$ cat src/uart_pkg.sv
package uart_pkg;

    localparam int DATA_BITS      = 8;   // data bits per frame, lsb first
    localparam int OVERSAMPLE     = 16;  // sample ticks per bit
    localparam int BAUD_DIV       = 2;   // clocks per sample tick
    localparam int FIFO_DEPTH     = 8;
    localparam int FIFO_ADDR_BITS = 3;

    localparam int TICK_BITS     = $clog2(OVERSAMPLE);
    localparam int BIT_CNT_BITS  = $clog2(DATA_BITS);
    localparam int BAUD_CNT_BITS = (BAUD_DIV > 1) ? $clog2(BAUD_DIV) : 1;

    // sized compare values for the counters
    localparam logic [TICK_BITS-1:0]     MID_TICK   = TICK_BITS'(7);  // middle of start bit
    localparam logic [TICK_BITS-1:0]     TICK_LAST  = TICK_BITS'(OVERSAMPLE - 1);
    localparam logic [BIT_CNT_BITS-1:0]  BIT_LAST   = BIT_CNT_BITS'(DATA_BITS - 1);
    localparam logic [BAUD_CNT_BITS-1:0] BAUD_LAST  = BAUD_CNT_BITS'(BAUD_DIV - 1);
    localparam logic [FIFO_ADDR_BITS:0]  FIFO_FULL  = (FIFO_ADDR_BITS + 1)'(FIFO_DEPTH);

    // shared by receiver and transmitter
    typedef enum logic [1:0] {
        idle,
        start,
        data,
        stop
    } serial_state_t;

endpackage

$ cat src/baud_gen.sv
`timescale 1ns/1ps
module baud_gen (
    input  logic clk,
    input  logic reset,
    output logic tick
);

    logic [uart_pkg::BAUD_CNT_BITS-1:0] count;  // clocks since last tick

    // tick is registered, first one BAUD_DIV clocks after reset
    always_ff @(posedge clk or posedge reset) begin
        if (reset) begin
            count <= '0;
            tick  <= 1'b0;
        end else if (count == uart_pkg::BAUD_LAST) begin
            count <= '0;
            tick  <= 1'b1;  // wrap
        end else begin
            count <= count + 1'b1;
            tick  <= 1'b0;
        end
    end

endmodule

$ cat src/uart_fifo.sv
`timescale 1ns/1ps
module uart_fifo (
    input  logic                           clk,
    input  logic                           reset,
    input  logic                           wr_en,
    input  logic [uart_pkg::DATA_BITS-1:0] wr_data,
    input  logic                           rd_en,
    output logic [uart_pkg::DATA_BITS-1:0] rd_data,
    output logic                           full,
    output logic                           empty
);

    logic [uart_pkg::DATA_BITS-1:0]      mem [uart_pkg::FIFO_DEPTH];
    logic [uart_pkg::FIFO_ADDR_BITS-1:0] wr_ptr;
    logic [uart_pkg::FIFO_ADDR_BITS-1:0] rd_ptr;
    logic [uart_pkg::FIFO_ADDR_BITS:0]   count;  // entries held
    logic                                do_write;
    logic                                do_read;

    assign do_read  = rd_en && !empty;
    assign do_write = wr_en && (!full || do_read);  // full is fine if one leaves

    always_ff @(posedge clk or posedge reset) begin
        if (reset) begin
            wr_ptr <= '0;
            rd_ptr <= '0;
            count  <= '0;
        end else begin
            if (do_write) begin
                wr_ptr <= wr_ptr + 1'b1;
            end
            if (do_read) begin
                rd_ptr <= rd_ptr + 1'b1;
            end
            if (do_write && !do_read) begin
                count <= count + 1'b1;
            end else if (do_read && !do_write) begin
                count <= count - 1'b1;
            end
        end
    end

    always_ff @(posedge clk) begin
        if (do_write) begin
            mem[wr_ptr] <= wr_data;
        end
    end

    assign rd_data = mem[rd_ptr];  // fall through, head always visible
    assign full    = (count == uart_pkg::FIFO_FULL);
    assign empty   = (count == '0);

endmodule

$ cat src/uart_rx.sv
`timescale 1ns/1ps
module uart_rx (
    input  logic                           clk,
    input  logic                           reset,
    input  logic                           rx,
    input  logic                           tick,
    output logic                           data_ready,
    output logic [uart_pkg::DATA_BITS-1:0] data_out
);

    uart_pkg::serial_state_t state, state_next;
    logic [uart_pkg::TICK_BITS-1:0]    tick_cnt, tick_next;  // ticks within the bit
    logic [uart_pkg::BIT_CNT_BITS-1:0] bit_cnt, bit_next;    // data bits taken so far
    logic [uart_pkg::DATA_BITS-1:0]    data_reg, data_next;  // byte being rebuilt
    logic                              ready_next;

    always_ff @(posedge clk or posedge reset) begin
        if (reset) begin
            state      <= uart_pkg::idle;
            tick_cnt   <= '0;
            bit_cnt    <= '0;
            data_ready <= 1'b0;
        end else begin
            state      <= state_next;
            tick_cnt   <= tick_next;
            bit_cnt    <= bit_next;
            data_ready <= ready_next;
        end
    end

    always_ff @(posedge clk) begin
        data_reg <= data_next;
    end

    always_comb begin
        state_next = state;
        tick_next  = tick_cnt;
        bit_next   = bit_cnt;
        data_next  = data_reg;
        ready_next = 1'b0;
        case (state)
            uart_pkg::idle: begin
                if (!rx) begin  // falling edge marks start bit
                    state_next = uart_pkg::start;
                    tick_next  = '0;
                end
            end
            uart_pkg::start: begin
                if (tick) begin
                    if (tick_cnt == uart_pkg::MID_TICK) begin
                        // now centred in the bit, sample every 16 ticks from here
                        state_next = uart_pkg::data;
                        tick_next  = '0;
                        bit_next   = '0;
                    end else begin
                        tick_next = tick_cnt + 1'b1;
                    end
                end
            end
            uart_pkg::data: begin
                if (tick) begin
                    if (tick_cnt == uart_pkg::TICK_LAST) begin
                        tick_next = '0;
                        data_next = {rx, data_reg[uart_pkg::DATA_BITS-1:1]};  // lsb first
                        if (bit_cnt == uart_pkg::BIT_LAST) begin
                            state_next = uart_pkg::stop;
                        end else begin
                            bit_next = bit_cnt + 1'b1;
                        end
                    end else begin
                        tick_next = tick_cnt + 1'b1;
                    end
                end
            end
            uart_pkg::stop: begin
                if (tick) begin
                    if (tick_cnt == uart_pkg::TICK_LAST) begin
                        state_next = uart_pkg::idle;
                        ready_next = 1'b1;  // stop bit not checked
                    end else begin
                        tick_next = tick_cnt + 1'b1;
                    end
                end
            end
            default: state_next = uart_pkg::idle;
        endcase
    end

    assign data_out = data_reg;

endmodule

$ cat src/uart_tx.sv
`timescale 1ns/1ps
module uart_tx (
    input  logic                           clk,
    input  logic                           reset,
    input  logic                           tick,
    input  logic [uart_pkg::DATA_BITS-1:0] tx_data,
    input  logic                           tx_avail,
    output logic                           tx_pop,
    output logic                           tx
);

    uart_pkg::serial_state_t state, state_next;
    logic [uart_pkg::TICK_BITS-1:0]    tick_cnt, tick_next;
    logic [uart_pkg::BIT_CNT_BITS-1:0] bit_cnt, bit_next;      // data bits sent so far
    logic [uart_pkg::DATA_BITS-1:0]    shift_reg, shift_next;  // remaining data bits
    logic                              tx_next;

    always_ff @(posedge clk or posedge reset) begin
        if (reset) begin
            state    <= uart_pkg::idle;
            tick_cnt <= '0;
            bit_cnt  <= '0;
            tx       <= 1'b1;  // line idles high
        end else begin
            state    <= state_next;
            tick_cnt <= tick_next;
            bit_cnt  <= bit_next;
            tx       <= tx_next;
        end
    end

    always_ff @(posedge clk) begin
        shift_reg <= shift_next;
    end

    always_comb begin
        state_next = state;
        tick_next  = tick_cnt;
        bit_next   = bit_cnt;
        shift_next = shift_reg;
        tx_next    = tx;
        tx_pop     = 1'b0;
        case (state)
            uart_pkg::idle: begin
                tx_next = 1'b1;
                if (tx_avail) begin
                    tx_pop     = 1'b1;  // take the head of the fifo
                    shift_next = tx_data;
                    state_next = uart_pkg::start;
                    tick_next  = '0;
                    tx_next    = 1'b0;  // start bit
                end
            end
            uart_pkg::start: begin
                if (tick) begin
                    if (tick_cnt == uart_pkg::TICK_LAST) begin
                        state_next = uart_pkg::data;
                        tick_next  = '0;
                        bit_next   = '0;
                        tx_next    = shift_reg[0];
                    end else begin
                        tick_next = tick_cnt + 1'b1;
                    end
                end
            end
            uart_pkg::data: begin
                if (tick) begin
                    if (tick_cnt == uart_pkg::TICK_LAST) begin
                        tick_next = '0;
                        if (bit_cnt == uart_pkg::BIT_LAST) begin
                            state_next = uart_pkg::stop;
                            tx_next    = 1'b1;  // stop bit
                        end else begin
                            bit_next   = bit_cnt + 1'b1;
                            shift_next = shift_reg >> 1;
                            tx_next    = shift_reg[1];
                        end
                    end else begin
                        tick_next = tick_cnt + 1'b1;
                    end
                end
            end
            uart_pkg::stop: begin
                if (tick) begin
                    if (tick_cnt == uart_pkg::TICK_LAST) begin
                        state_next = uart_pkg::idle;
                    end else begin
                        tick_next = tick_cnt + 1'b1;
                    end
                end
            end
            default: state_next = uart_pkg::idle;
        endcase
    end

endmodule

$ cat src/uart_top.sv
`timescale 1ns/1ps
module uart_top (
    input  logic                           clk,
    input  logic                           reset,
    input  logic                           rx,
    input  logic                           wr_en,
    input  logic [uart_pkg::DATA_BITS-1:0] wr_data,
    input  logic                           rd_en,
    output logic                           tx,
    output logic                           tx_full,
    output logic [uart_pkg::DATA_BITS-1:0] rd_data,
    output logic                           rx_empty
);

    logic                           tick;     // shared 16x sample rate
    logic [uart_pkg::DATA_BITS-1:0] tx_data;
    logic                           tx_empty;
    logic                           tx_pop;
    logic [uart_pkg::DATA_BITS-1:0] rx_data;
    logic                           rx_ready;
    logic                           rx_full;  // bytes dropped while high

    baud_gen baud_gen (
        .clk   (clk),
        .reset (reset),
        .tick  (tick)
    );

    uart_fifo tx_fifo (
        .clk     (clk),
        .reset   (reset),
        .wr_en   (wr_en),
        .wr_data (wr_data),
        .rd_en   (tx_pop),
        .rd_data (tx_data),
        .full    (tx_full),
        .empty   (tx_empty)
    );

    uart_tx transmitter (
        .clk      (clk),
        .reset    (reset),
        .tick     (tick),
        .tx_data  (tx_data),
        .tx_avail (!tx_empty),
        .tx_pop   (tx_pop),
        .tx       (tx)
    );

    uart_rx receiver (
        .clk        (clk),
        .reset      (reset),
        .rx         (rx),
        .tick       (tick),
        .data_ready (rx_ready),
        .data_out   (rx_data)
    );

    uart_fifo rx_fifo (
        .clk     (clk),
        .reset   (reset),
        .wr_en   (rx_ready),
        .wr_data (rx_data),
        .rd_en   (rd_en),
        .rd_data (rd_data),
        .full    (rx_full),
        .empty   (rx_empty)
    );

endmodule

$ cat config.mk
export PLATFORM = sky130hd
export DESIGN_NAME = uart_top
export DESIGN_NICKNAME = d
export VERILOG_FILES = /design/src/uart_pkg.sv /design/src/baud_gen.sv /design/src/uart_fifo.sv /design/src/uart_rx.sv /design/src/uart_tx.sv /design/src/uart_top.sv
export SDC_FILE = /design/constraint.sdc
export NUM_CORES = 1
export LEC_CHECK = 0
export ABC_AREA = 0
export BUFFER_PORTS_ARGS = -buffer_cell sky130_fd_sc_hd__buf_2
export CAP_MARGIN = 20
export CORE_MARGIN = 2
export CORE_UTILIZATION = 53
export CTS_BUF_LIST = sky130_fd_sc_hd__clkbuf_4 sky130_fd_sc_hd__clkbuf_8
export DETAILED_ROUTE_END_ITERATION = 10
export PLACE_DENSITY = 0.7
export RECOVER_POWER = 100
export REMOVE_ABC_BUFFERS = 1
export SLEW_MARGIN = 20
export SYNTH_ARGS = -nofsm -noshare
export SYNTH_HDL_FRONTEND = slang
export SYNTH_SLANG_ARGS = --single-unit
$ cat constraint.sdc
create_clock -name clk -period 4.05 [get_ports clk]
set_clock_uncertainty 0.2 [all_clocks]
set_input_delay 0.405 -clock clk [delete_from_list [all_inputs] [get_ports clk]]
set_output_delay 0.405 -clock clk [all_outputs]
set_load 0.05 [all_outputs]
==> results.json, run 1 <==
{
  "setup_ws_ns": 0.563,
  "fmax_ghz": 0.287,
  "crit_top_cell": "ha_1",
  "fp.dieW_um": 127,
  "cp_cell_sequence": "or3_1 -> o21ai_0 -> ha_1 -> inv_1 -> ha_1 -> a21o_1 -> a2111oi_0 -> a31oi_1 -> a221o_1",
  "synth_edf_count": 144,
  "max-slew-margin-rel_pct": -49.0,
  "drt_iter0_markers": 423,
  "hpwl_um": 8670,
  "finalHoldWorstSlack_ns": 0.107,
  "slowest_stage": "a2111oi_0",
  "pre_cts_slack_ns": 0.767,
  "synthArstFlopShare_pct": 22.6,
  "p_int_uw": 2950,
  "cts_max_level": 4,
  "multiInputGateArea_um2": 2440,
  "port_buffers": 23,
  "start_util_pct": 54.5,
  "cts_resized": 0,
  "grtUsageTotal_pct": 18.2,
  "cts.clk_slew.worst_paths_ns": 0.09,
  "numCtsBuffers": 17,
  "rsz0062_at_grt": "false",
  "synth_area_leaders": "edfxtp_1 54%, dfrtp_1 13%, mux4_2 9.0%, ha_1 4.2%, mux2_2 2.3%",
  "worstPathRequired_ns": 4.20,
  "endpoint_kind": "flip-flop",
  "outcome": "finished, violations left",
  "regArea_um2": 5380,
  "cts_tree": "done",
  "fp.dieArea_um2": 16100,
  "floorplan.rows": 44,
  "crit_fanout": 5,
  "fin_tns_setup_ns": 0,
  "cpPeakStageDelay_ns": 0.51,
  "yosysMostFrequentCell": "edfxtp_1",
  "num-fill-cells": 1092,
  "die_y_um": 127,
  "yosysTopAreaCell": "edfxtp_1",
  "setup_violations": 0,
  "power_per_cell_area_nw_per_um2": 446,
  "violations": "capacitance limit, slew limit",
  "drive_gt1_share_pct": 16.1,
  "drtAntennaViolNets": 0,
  "drcViolationCount": 0,
  "area_growth_pct": 9.92,
  "clockRootBuffer": "clkbuf_8",
  "vias": 4228,
  "p_clk_share_pct": 34.3,
  "grt_overflow": 0,
  "power_leakage_uw": 0.00312,
  "drv_cap": 1,
  "vias_per_cell": 5.78,
  "ys_types": 58,
  "core_area_um2": 14600,
  "cts_buffer_depth": 2,
  "ir_drop_mv": 0.378,
  "crit_type": "reg2reg",
  "cts.sinks": 186,
  "place.gp.congestion": 0.803,
  "syn_area_um2": 7990,
  "avgSynthCellArea_um2": 16.3,
  "power_frac_seq_pct": 57.4,
  "drv_slew": 43,
  "post-synth-top-area-fraction_pct": 54.1,
  "clkLatencyLatePin_ns": 0.47,
  "grt_pass1_vias": 4294,
  "yosysWarnings": 0,
  "dr.pass1.iters": 5,
  "synth_seq_cells": 186,
  "tightestPinTransition_ns": 2.24,
  "arrival_ns": 3.64,
  "fin_nets": 577,
  "synthCells": 491,
  "wire_per_inst_um": 18.5,
  "drt_wl_total_um": 13500,
  "min_path_type": "in2reg",
  "top_regs": "rx_fifo.mem: 64 flops, tx_fifo.mem: 64 flops",
  "hold_violations": 0,
  "ys_seq_area_share_pct": 67.3,
  "ys.flop_type": "edfxtp_1",
  "grt_max_degree": 43,
  "min_period_ns": 3.49,
  "grt_pass1_wl_um": 22200,
  "grt_antenna_before_repair": 0,
  "p_switching_uw": 968,
  "power.combinational.fraction_pct": 8.3,
  "num_antenna_cells": 0,
  "post-route-period-util_pct": 86.1,
  "cp-start-kind": "flip-flop",
  "power_switching_share_pct": 24.7,
  "synth_common_cells": "144 x edfxtp_1, 41 x dfrtp_1, 36 x nand2_1, 32 x mux4_2, 29 x nor2_1",
  "num_io_pins": 24
}
## power by group through the flow
stage                     sequential, uW  combinational (uW)  clock [uW]
after floorplan                     2270                 240           0
after global placement              2280                 323           0
after detailed placement            2290                 335           0
after CTS                           2250                 343        1360
after global routing                2260                 370        1430
final                               2250                 325        1340
## layout make-up
| type | instances | share of cell area, % |
|---|---|---|
| Sequential cell | 186 | 61.2 |
| Multi-Input combinational cell | 273 | 27.8 |
| Inverter | 17 | 0.727 |
| Clock inverter | 15 | 2.38 |
| Clock buffer | 17 | 2.67 |
| Timing Repair Buffer | 40 | 2.55 |
| Tap cell | 184 | 2.62 |
## timing repair
action / in CTS / in global routing
hold buffers: 10 / 0
setup endpoints to repair: 0 / 0
setup buffers: 0 / 0
hold endpoints to repair: 104 / 0
## layer usage
| layer | wire (um) | part of all wire [%] | track usage (%) |
|---|---|---|---|
| met5 | 0 | 0 | 0 |
| met3 | 437 | 3.2 | 3.92 |
| met1 | 6150 | 46 | 24.1 |
| met4 | 149 | 1.1 | 5.62 |
| met2 | 6780 | 50 | 30.5 |
## worst max-delay path, delay by kind of cell (launching register included)
kind | cells | cell delay [ns]
buffers and inverters | 1 | 0.12
and+or+nand+nor | 1 | 0.43
adders and majority gates | 2 | 0.60
AOI/OAI and AO/OA | 5 | 1.58
DFF | 1 | 0.43
## cells by family (layout without fill, tap and decap cells)
kind of cell	after synthesis	after routing	share of synthesized area, %
buf+inv	32	89	1.79
mux	60	60	12.9
xor+xnor	11	11	1.21
compound gates	62	62	5.30
fa+ha+maj	29	29	4.73
flops	186	186	67.3
simple gates	111	111	6.75
## final timing paths
| kind | startpoint | to | slack, ns | cells past startpoint |
|---|---|---|---|---|
| worst max-delay path | rx_fifo.count[0] | rx_fifo.count[3] | 0.56 | 9 |
| worst min-delay path | wr_en | tx_fifo.wr_ptr[0] | 0.11 | 4 |
| worst max register to register | rx_fifo.count[0] | rx_fifo.count[3] | 0.56 | 9 |
| worst min register to register | baud_gen.count | baud_gen.tick | 0.19 | 0 |
| max in group asynchronous | reset | tx_fifo.count[1] | 1.30 | 4 |
| min in group asynchronous | reset | receiver.state[0] | 1.08 | 4 |
## stage by stage
step	utilization, %	area, um^2	cells	total power, uW
2_1_floorplan	-	7910	476	2510
3_3_place_gp	56.7	8310	690	2600
3_5_place_dp	56.7	8310	690	2630
4_1_cts	60.5	8850	732	3960
5_1_grt	59.9	8780	732	4060
6_report	59.9	8780	732	3920
## cells in the final DEF, fill, tap and decap left out, types with 16 or more instances in the layout
cell,n
edfxtp_1,144
dfrtp_1,41
nand2_1,36
mux4_2,32
nor2_1,29
ha_1,27
o21ai_0,26
clkbuf_1,25
clkbuf_8,17
mux2_2,16
inv_1,16
(Power assumes the default switching activity.)
==> run 2: changes to the inputs <==
- CTS_CLUSTER_DIAMETER: unset -> 30
- clock period: 4.05 -> 3.91 ns (I/O delays scaled with it)
==> run 2 against run 1 <==
  * Via count is 0.31% lower
  * Combinational power grew 3%
  * Die area did not move
  * Global-route usage up 0.31 points
  * The flow still finishes with violations (capacitance limit, slew limit)
  * Largest cell class unchanged
==> results.json, run 2 (synthesis results as in run 1) <==
{
  "num_io_pins": 24,
  "place.gp.congestion": 0.792,
  "min_path_type": "in2reg",
  "clockRootBuffer": "clkbuf_8",
  "timing.rr.start": "tx_fifo.count[0]",
  "cp_cell_sequence": "or4b_1 -> o21ai_0 -> inv_1 -> ha_1 -> inv_1 -> ha_1 -> a21o_1 -> a2111oi_0 -> a31oi_1 -> a221o_1",
  "grt_pass1_wl_um": 22500,
  "num_antenna_cells": 0,
  "grt_antenna_before_repair": 0,
  "grtUsageTotal_pct": 18.5,
  "mostFrequentLayoutCell": "edfxtp_1",
  "cts.clk_slew.worst_paths_ns": 0.10,
  "port_buffers": 23,
  "drt_iter0_markers": 273,
  "drt_wl_total_um": 13500,
  "post-route-period-util_pct": 89.4,
  "cp-startpoint": "tx_fifo.count[0]",
  "floorplan.rows": 44,
  "setup_ws_ns": 0.415,
  "reg2reg_slack_ns": 0.42,
  "crit_type": "reg2reg",
  "cpPeakStageDelay_ns": 0.57,
  "grt_max_degree": 43,
  "fmax_ghz": 0.286,
  "max-slew-margin-rel_pct": -50.4,
  "fin_nets": 578,
  "violations": "capacitance limit, slew limit",
  "vias_per_cell": 5.75,
  "power_leakage_uw": 0.00310,
  "rsz0062_at_grt": "false",
  "cts_setup_buffers": 0,
  "top_regs": "rx_fifo.mem: 64 flops, tx_fifo.mem: 64 flops",
  "final_cells": 733,
  "drcViolationCount": 0,
  "p_total_uw": 3850,
  "cts.sinks": 186,
  "wire_per_inst_um": 18.4,
  "drv_cap": 2,
  "min_period_ns": 3.49,
  "arrival_ns": 3.66,
  "core_area_um2": 14600,
  "die_y_um": 127,
  "ir_drop_mv": 0.305,
  "hpwl_um": 8680,
  "cts_max_level": 4,
  "cts_buffer_depth": 2,
  "grt_pass1_vias": 4381,
  "cts_tree": "done",
  "setup_violations": 0,
  "dr.pass1.iters": 4,
  "power_per_cell_area_nw_per_um2": 441,
  "fp.dieW_um": 127,
  "drv_slew": 52,
  "dp_cells": 690,
  "drtAntennaViolNets": 0,
  "slowest_stage": "or4b_1",
  "r2r_cells": 10,
  "endpoint": "tx_fifo.count[3]",
  "fp.dieArea_um2": 16100,
  "crit_fanout": 6,
  "clkLatencyLatePin_ns": 0.47,
  "fin_tns_setup_ns": 0,
  "cp-start-kind": "flip-flop",
  "endpoint_kind": "flip-flop",
  "grt_overflow": 0,
  "rr_endpoint": "tx_fifo.count[3]",
  "hold_violations": 0,
  "vias": 4215,
  "outcome": "finished, violations left",
  "tightestPinTransition_ns": 2.26,
  "numCtsBuffers": 17,
  "drive_gt1_share_pct": 16.2,
  "area_growth_pct": 9.27,
  "start_util_pct": 54.5,
  "pre_cts_slack_ns": 0.590,
  "layout_common_cells": "144 x edfxtp_1, 41 x dfrtp_1, 36 x nand2_1, 32 x mux4_2, 29 x nor2_1",
  "num-fill-cells": 1132,
  "worstPathRequired_ns": 4.08
}
-- run 2: metrics by stage --
stage                     util [%]  instance area [um^2]  hold slack (ns)
final                         59.6                  8730            0.165
after global routing          59.6                  8730            0.174
after CTS                     60.0                  8790            0.108
after detailed placement      56.7                  8310            0.171
after global placement        56.7                  8310            0.165
after floorplan                  -                  7910            0.154
-- run 2: final cells by class --
cell class | instances | area, um^2 | area share [%]
well taps | 184 | 230 | 2.64
multi-input cells | 273 | 2450 | 28.0
repair buffers | 41 | 238 | 2.72
clock inverters | 12 | 115 | 1.32
inverters | 17 | 63.8 | 0.731
flip-flops and latches | 186 | 5380 | 61.6
clock buffers | 20 | 256 | 2.94
-- run 2: worst max-delay path: cells and delay by family (launching register included) --
kind                       cells  cell delay [ns]
buffers and inverters          2             0.34
AOI/OAI and AO/OA              5             1.31
adders and majority gates      2             0.50
and+or+nand+nor                1             0.57
DFF                            1             0.47
-- run 2: power breakdown --
part / internal [uW] / switching, uW / total [uW]
Clock: 480 / 703 / 1180
Sequential: 2260 / 71.7 / 2330
Combinational: 139 / 196 / 335
-- run 2: layer usage --
| metal | share of wire (%) | track usage (%) | vias to the layer above |
|---|---|---|---|
| li1 | - | - | 1991 |
| met1 | 44 | 23.8 | 2135 |
| met2 | 51 | 31.3 | 73 |
| met3 | 3.5 | 4.34 | 16 |
| met4 | 1.2 | 6.08 | 0 |
| met5 | 0 | 0 | - |
-- run 2: how the worst min path moves through the flow --
| stage | startpoint | to | slack, ns | depth (start not counted) |
|---|---|---|---|---|
| final | rd_en | rx_fifo.rd_ptr[0] | 0.17 | 3 |
| after global routing | rd_en | rx_fifo.rd_ptr[0] | 0.17 | 3 |
| after CTS | rd_en | rx_fifo.rd_ptr[0] | 0.11 | 3 |
| after detailed placement | baud_gen.count | baud_gen.tick | 0.17 | 0 |
| after global placement | baud_gen.count | baud_gen.tick | 0.16 | 0 |
| after floorplan | baud_gen.count | baud_gen.tick | 0.15 | 0 |
-- run 2: what timing repair did --
item,4_1_cts,5_1_grt
gates resized for setup,0,0
endpoints found under the hold margin,105,0
endpoints found under the setup margin,0,0
hold buffers,11,0
==> run 3: changes to the inputs <==
==> constraint.sdc (replaced) <==
create_clock -name clk -period 3.91 [get_ports clk]
set_clock_uncertainty 0.2 [all_clocks]
set_input_delay 0.1955 -clock clk [delete_from_list [all_inputs] [get_ports clk]]
set_output_delay 0.1955 -clock clk [all_outputs]
set_load 0.05 [all_outputs]
==> run 3 against run 2 <==
  * The run still ends with capacitance limit, slew limit left
  * Maximum frequency is 0.58% lower
  * Worst setup slack worse by 0.020 ns
  * Sequential power hardly changed
  * Clock power hardly changed
  * Power is 0.88% higher
  * Combinational power is 4% higher
  * Count of clock-buffer cells in the layout is 2 lower
  * Via count is 0.66% higher
  * Largest power group unchanged
==> results.json, run 3 (synthesis results as in run 1) <==
{
  "crit_family": "compound AO/OA/AOI/OAI gates",
  "start_util_pct": 54.5,
  "crit_fanout": 6,
  "hp-start": "baud_gen.count",
  "cts_buffer_depth": 2,
  "wire_per_inst_um": 18.5,
  "vias": 4243,
  "violations": "capacitance limit, slew limit",
  "min_period_ns": 3.52,
  "drtAntennaViolNets": 0,
  "timing.rr.start": "tx_fifo.count[0]",
  "r2r_cells": 10,
  "hold_violations": 0,
  "endpoint": "tx_fifo.count[3]",
  "met2_usage_pct": 30.6,
  "drcViolationCount": 0,
  "drv_slew": 43,
  "fin_nets": 580,
  "drt_iter0_markers": 378,
  "drt_wl_total_um": 13600,
  "post-route-period-util_pct": 89.9,
  "power_leakage_uw": 0.00310,
  "fp.dieArea_um2": 16100,
  "setup_violations": 0,
  "endpoint_kind": "flip-flop",
  "max-slew-margin-rel_pct": -53.1,
  "crit_buf_inv": 2,
  "final_cells": 735,
  "tightestPinTransition_ns": 2.30,
  "clockRootBuffer": "clkbuf_8",
  "grt_util_met1_pct": 23.9,
  "met3_usage_pct": 4.43,
  "min_path_type": "reg2reg",
  "die_y_um": 127,
  "path_depth": 10,
  "fin_tns_setup_ns": 0,
  "grtUsageTotal_pct": 18.4,
  "busiest_layer": "met2",
  "core_area_um2": 14600,
  "grt_pass1_wl_um": 22400,
  "top_regs": "rx_fifo.mem: 64 flops, tx_fifo.mem: 64 flops",
  "fmax_ghz": 0.284,
  "hpwl_um": 8490,
  "cp_cell_sequence": "or4b_1 -> o21ai_0 -> inv_1 -> ha_1 -> inv_1 -> ha_1 -> a21o_1 -> a2111oi_0 -> a31oi_1 -> a221o_1",
  "vias_per_cell": 5.77,
  "arrival_ns": 3.68,
  "cts.sinks": 186,
  "cpPeakStageDelay_ns": 0.55,
  "grt_pass1_vias": 4311,
  "clkLatencyLatePin_ns": 0.47,
  "drv_cap": 1,
  "floorplan.rows": 44,
  "cts_resized": 0,
  "port_buffers": 23,
  "rsz0062_at_grt": "false",
  "dr.pass1.iters": 4,
  "grt_antenna_before_repair": 0,
  "area_growth_pct": 9.42,
  "finalHoldWorstSlack_ns": 0.177,
  "reg2reg_slack_ns": 0.39,
  "cts_max_level": 4,
  "cp-start-kind": "flip-flop",
  "num_io_pins": 24,
  "ir_drop_mv": 0.351,
  "grt_max_degree": 43,
  "dp_cells": 691,
  "drive_gt1_share_pct": 15.6,
  "grt_overflow": 0,
  "fp.dieW_um": 127,
  "cp-startpoint": "tx_fifo.count[0]",
  "place.gp.congestion": 0.807,
  "worstPathRequired_ns": 4.08,
  "rr_endpoint": "tx_fifo.count[3]",
  "cts_tree": "done",
  "outcome": "finished, violations left",
  "layout_common_cells": "144 x edfxtp_1, 41 x dfrtp_1, 36 x nand2_1, 32 x mux4_2, 29 x nor2_1",
  "crit_type": "reg2reg",
  "slowest_stage": "or4b_1",
  "numCtsBuffers": 17,
  "mostFrequentLayoutCell": "edfxtp_1",
  "power_per_cell_area_nw_per_um2": 444,
  "num_antenna_cells": 0,
  "cts.clk_slew.worst_paths_ns": 0.10
}
[run 3: cell count changes in the layout (fill, tap and decap cells not counted), moves of 2 or more]
cell | before | now
inv_6 | 2 | 5
buf_4 | 3 | 1
inv_8 | 1 | 3
clkbuf_1 | 24 | 27
clkinv_4 | 4 | 0
clkbuf_4 | 3 | 1
[run 3: what timing repair did]
item	CTS	global route
buffers inserted	0	0
hold endpoints to repair	115	0
hold buffers	12	0
[run 3: how the worst min path moves through the flow]
stage                                          to  cells after the start  slack (ns)
after floorplan              receiver.data_out[7]                      0        0.09
after global placement          receiver.state[1]                      3        0.15
after detailed placement        receiver.state[1]                      3        0.16
after CTS                 transmitter.tick_cnt[3]                      4        0.18
after global routing                baud_gen.tick                      0        0.19
final                               baud_gen.tick                      0        0.18
[run 3: where the power goes]
group | switching, uW | total, uW | internal [uW]
Combinational | 207 | 349 | 142
Clock | 729 | 1200 | 474
Sequential | 72.3 | 2330 | 2260
Total | 1010 | 3880 | 2870
[run 3: worst register-to-register path: cells and delay by family, from the launching register on]
kind	cells	cell delay [ns]
simple gates	1	0.55
flops	1	0.47
fa+ha+maj	2	0.52
buf+inv	2	0.34
compound gates	5	1.32
[run 3: cell type report]
class / instances / area, um^2
repair buffers: 43 / 244
multi-input cells: 273 / 2450
flip-flops and latches: 186 / 5380
inverters: 17 / 63.8
clock inverters: 14 / 130
clock buffers: 18 / 241
well taps: 184 / 230
fillers: 1093 / 5910
[run 3: stage by stage]
stage | area, um^2 | setup slack, ns | util, % | power, uW
3_5_place_dp | 8310 | 0.573 | 56.8 | 2730
5_1_grt | 8740 | 0.191 | 59.7 | 4040
2_1_floorplan | 7910 | 0.851 | - | 2600
3_3_place_gp | 8310 | 0.721 | 56.8 | 2700
6_report | 8740 | 0.395 | 59.7 | 3880
4_1_cts | 8800 | 0.567 | 60.1 | 3920
[run 3: metal layers]
metal	share of wire, %	up-vias
met5	0	-
met4	1.6	0
met3	3.3	25
met2	50	71
met1	45	2151
li1	-	1996
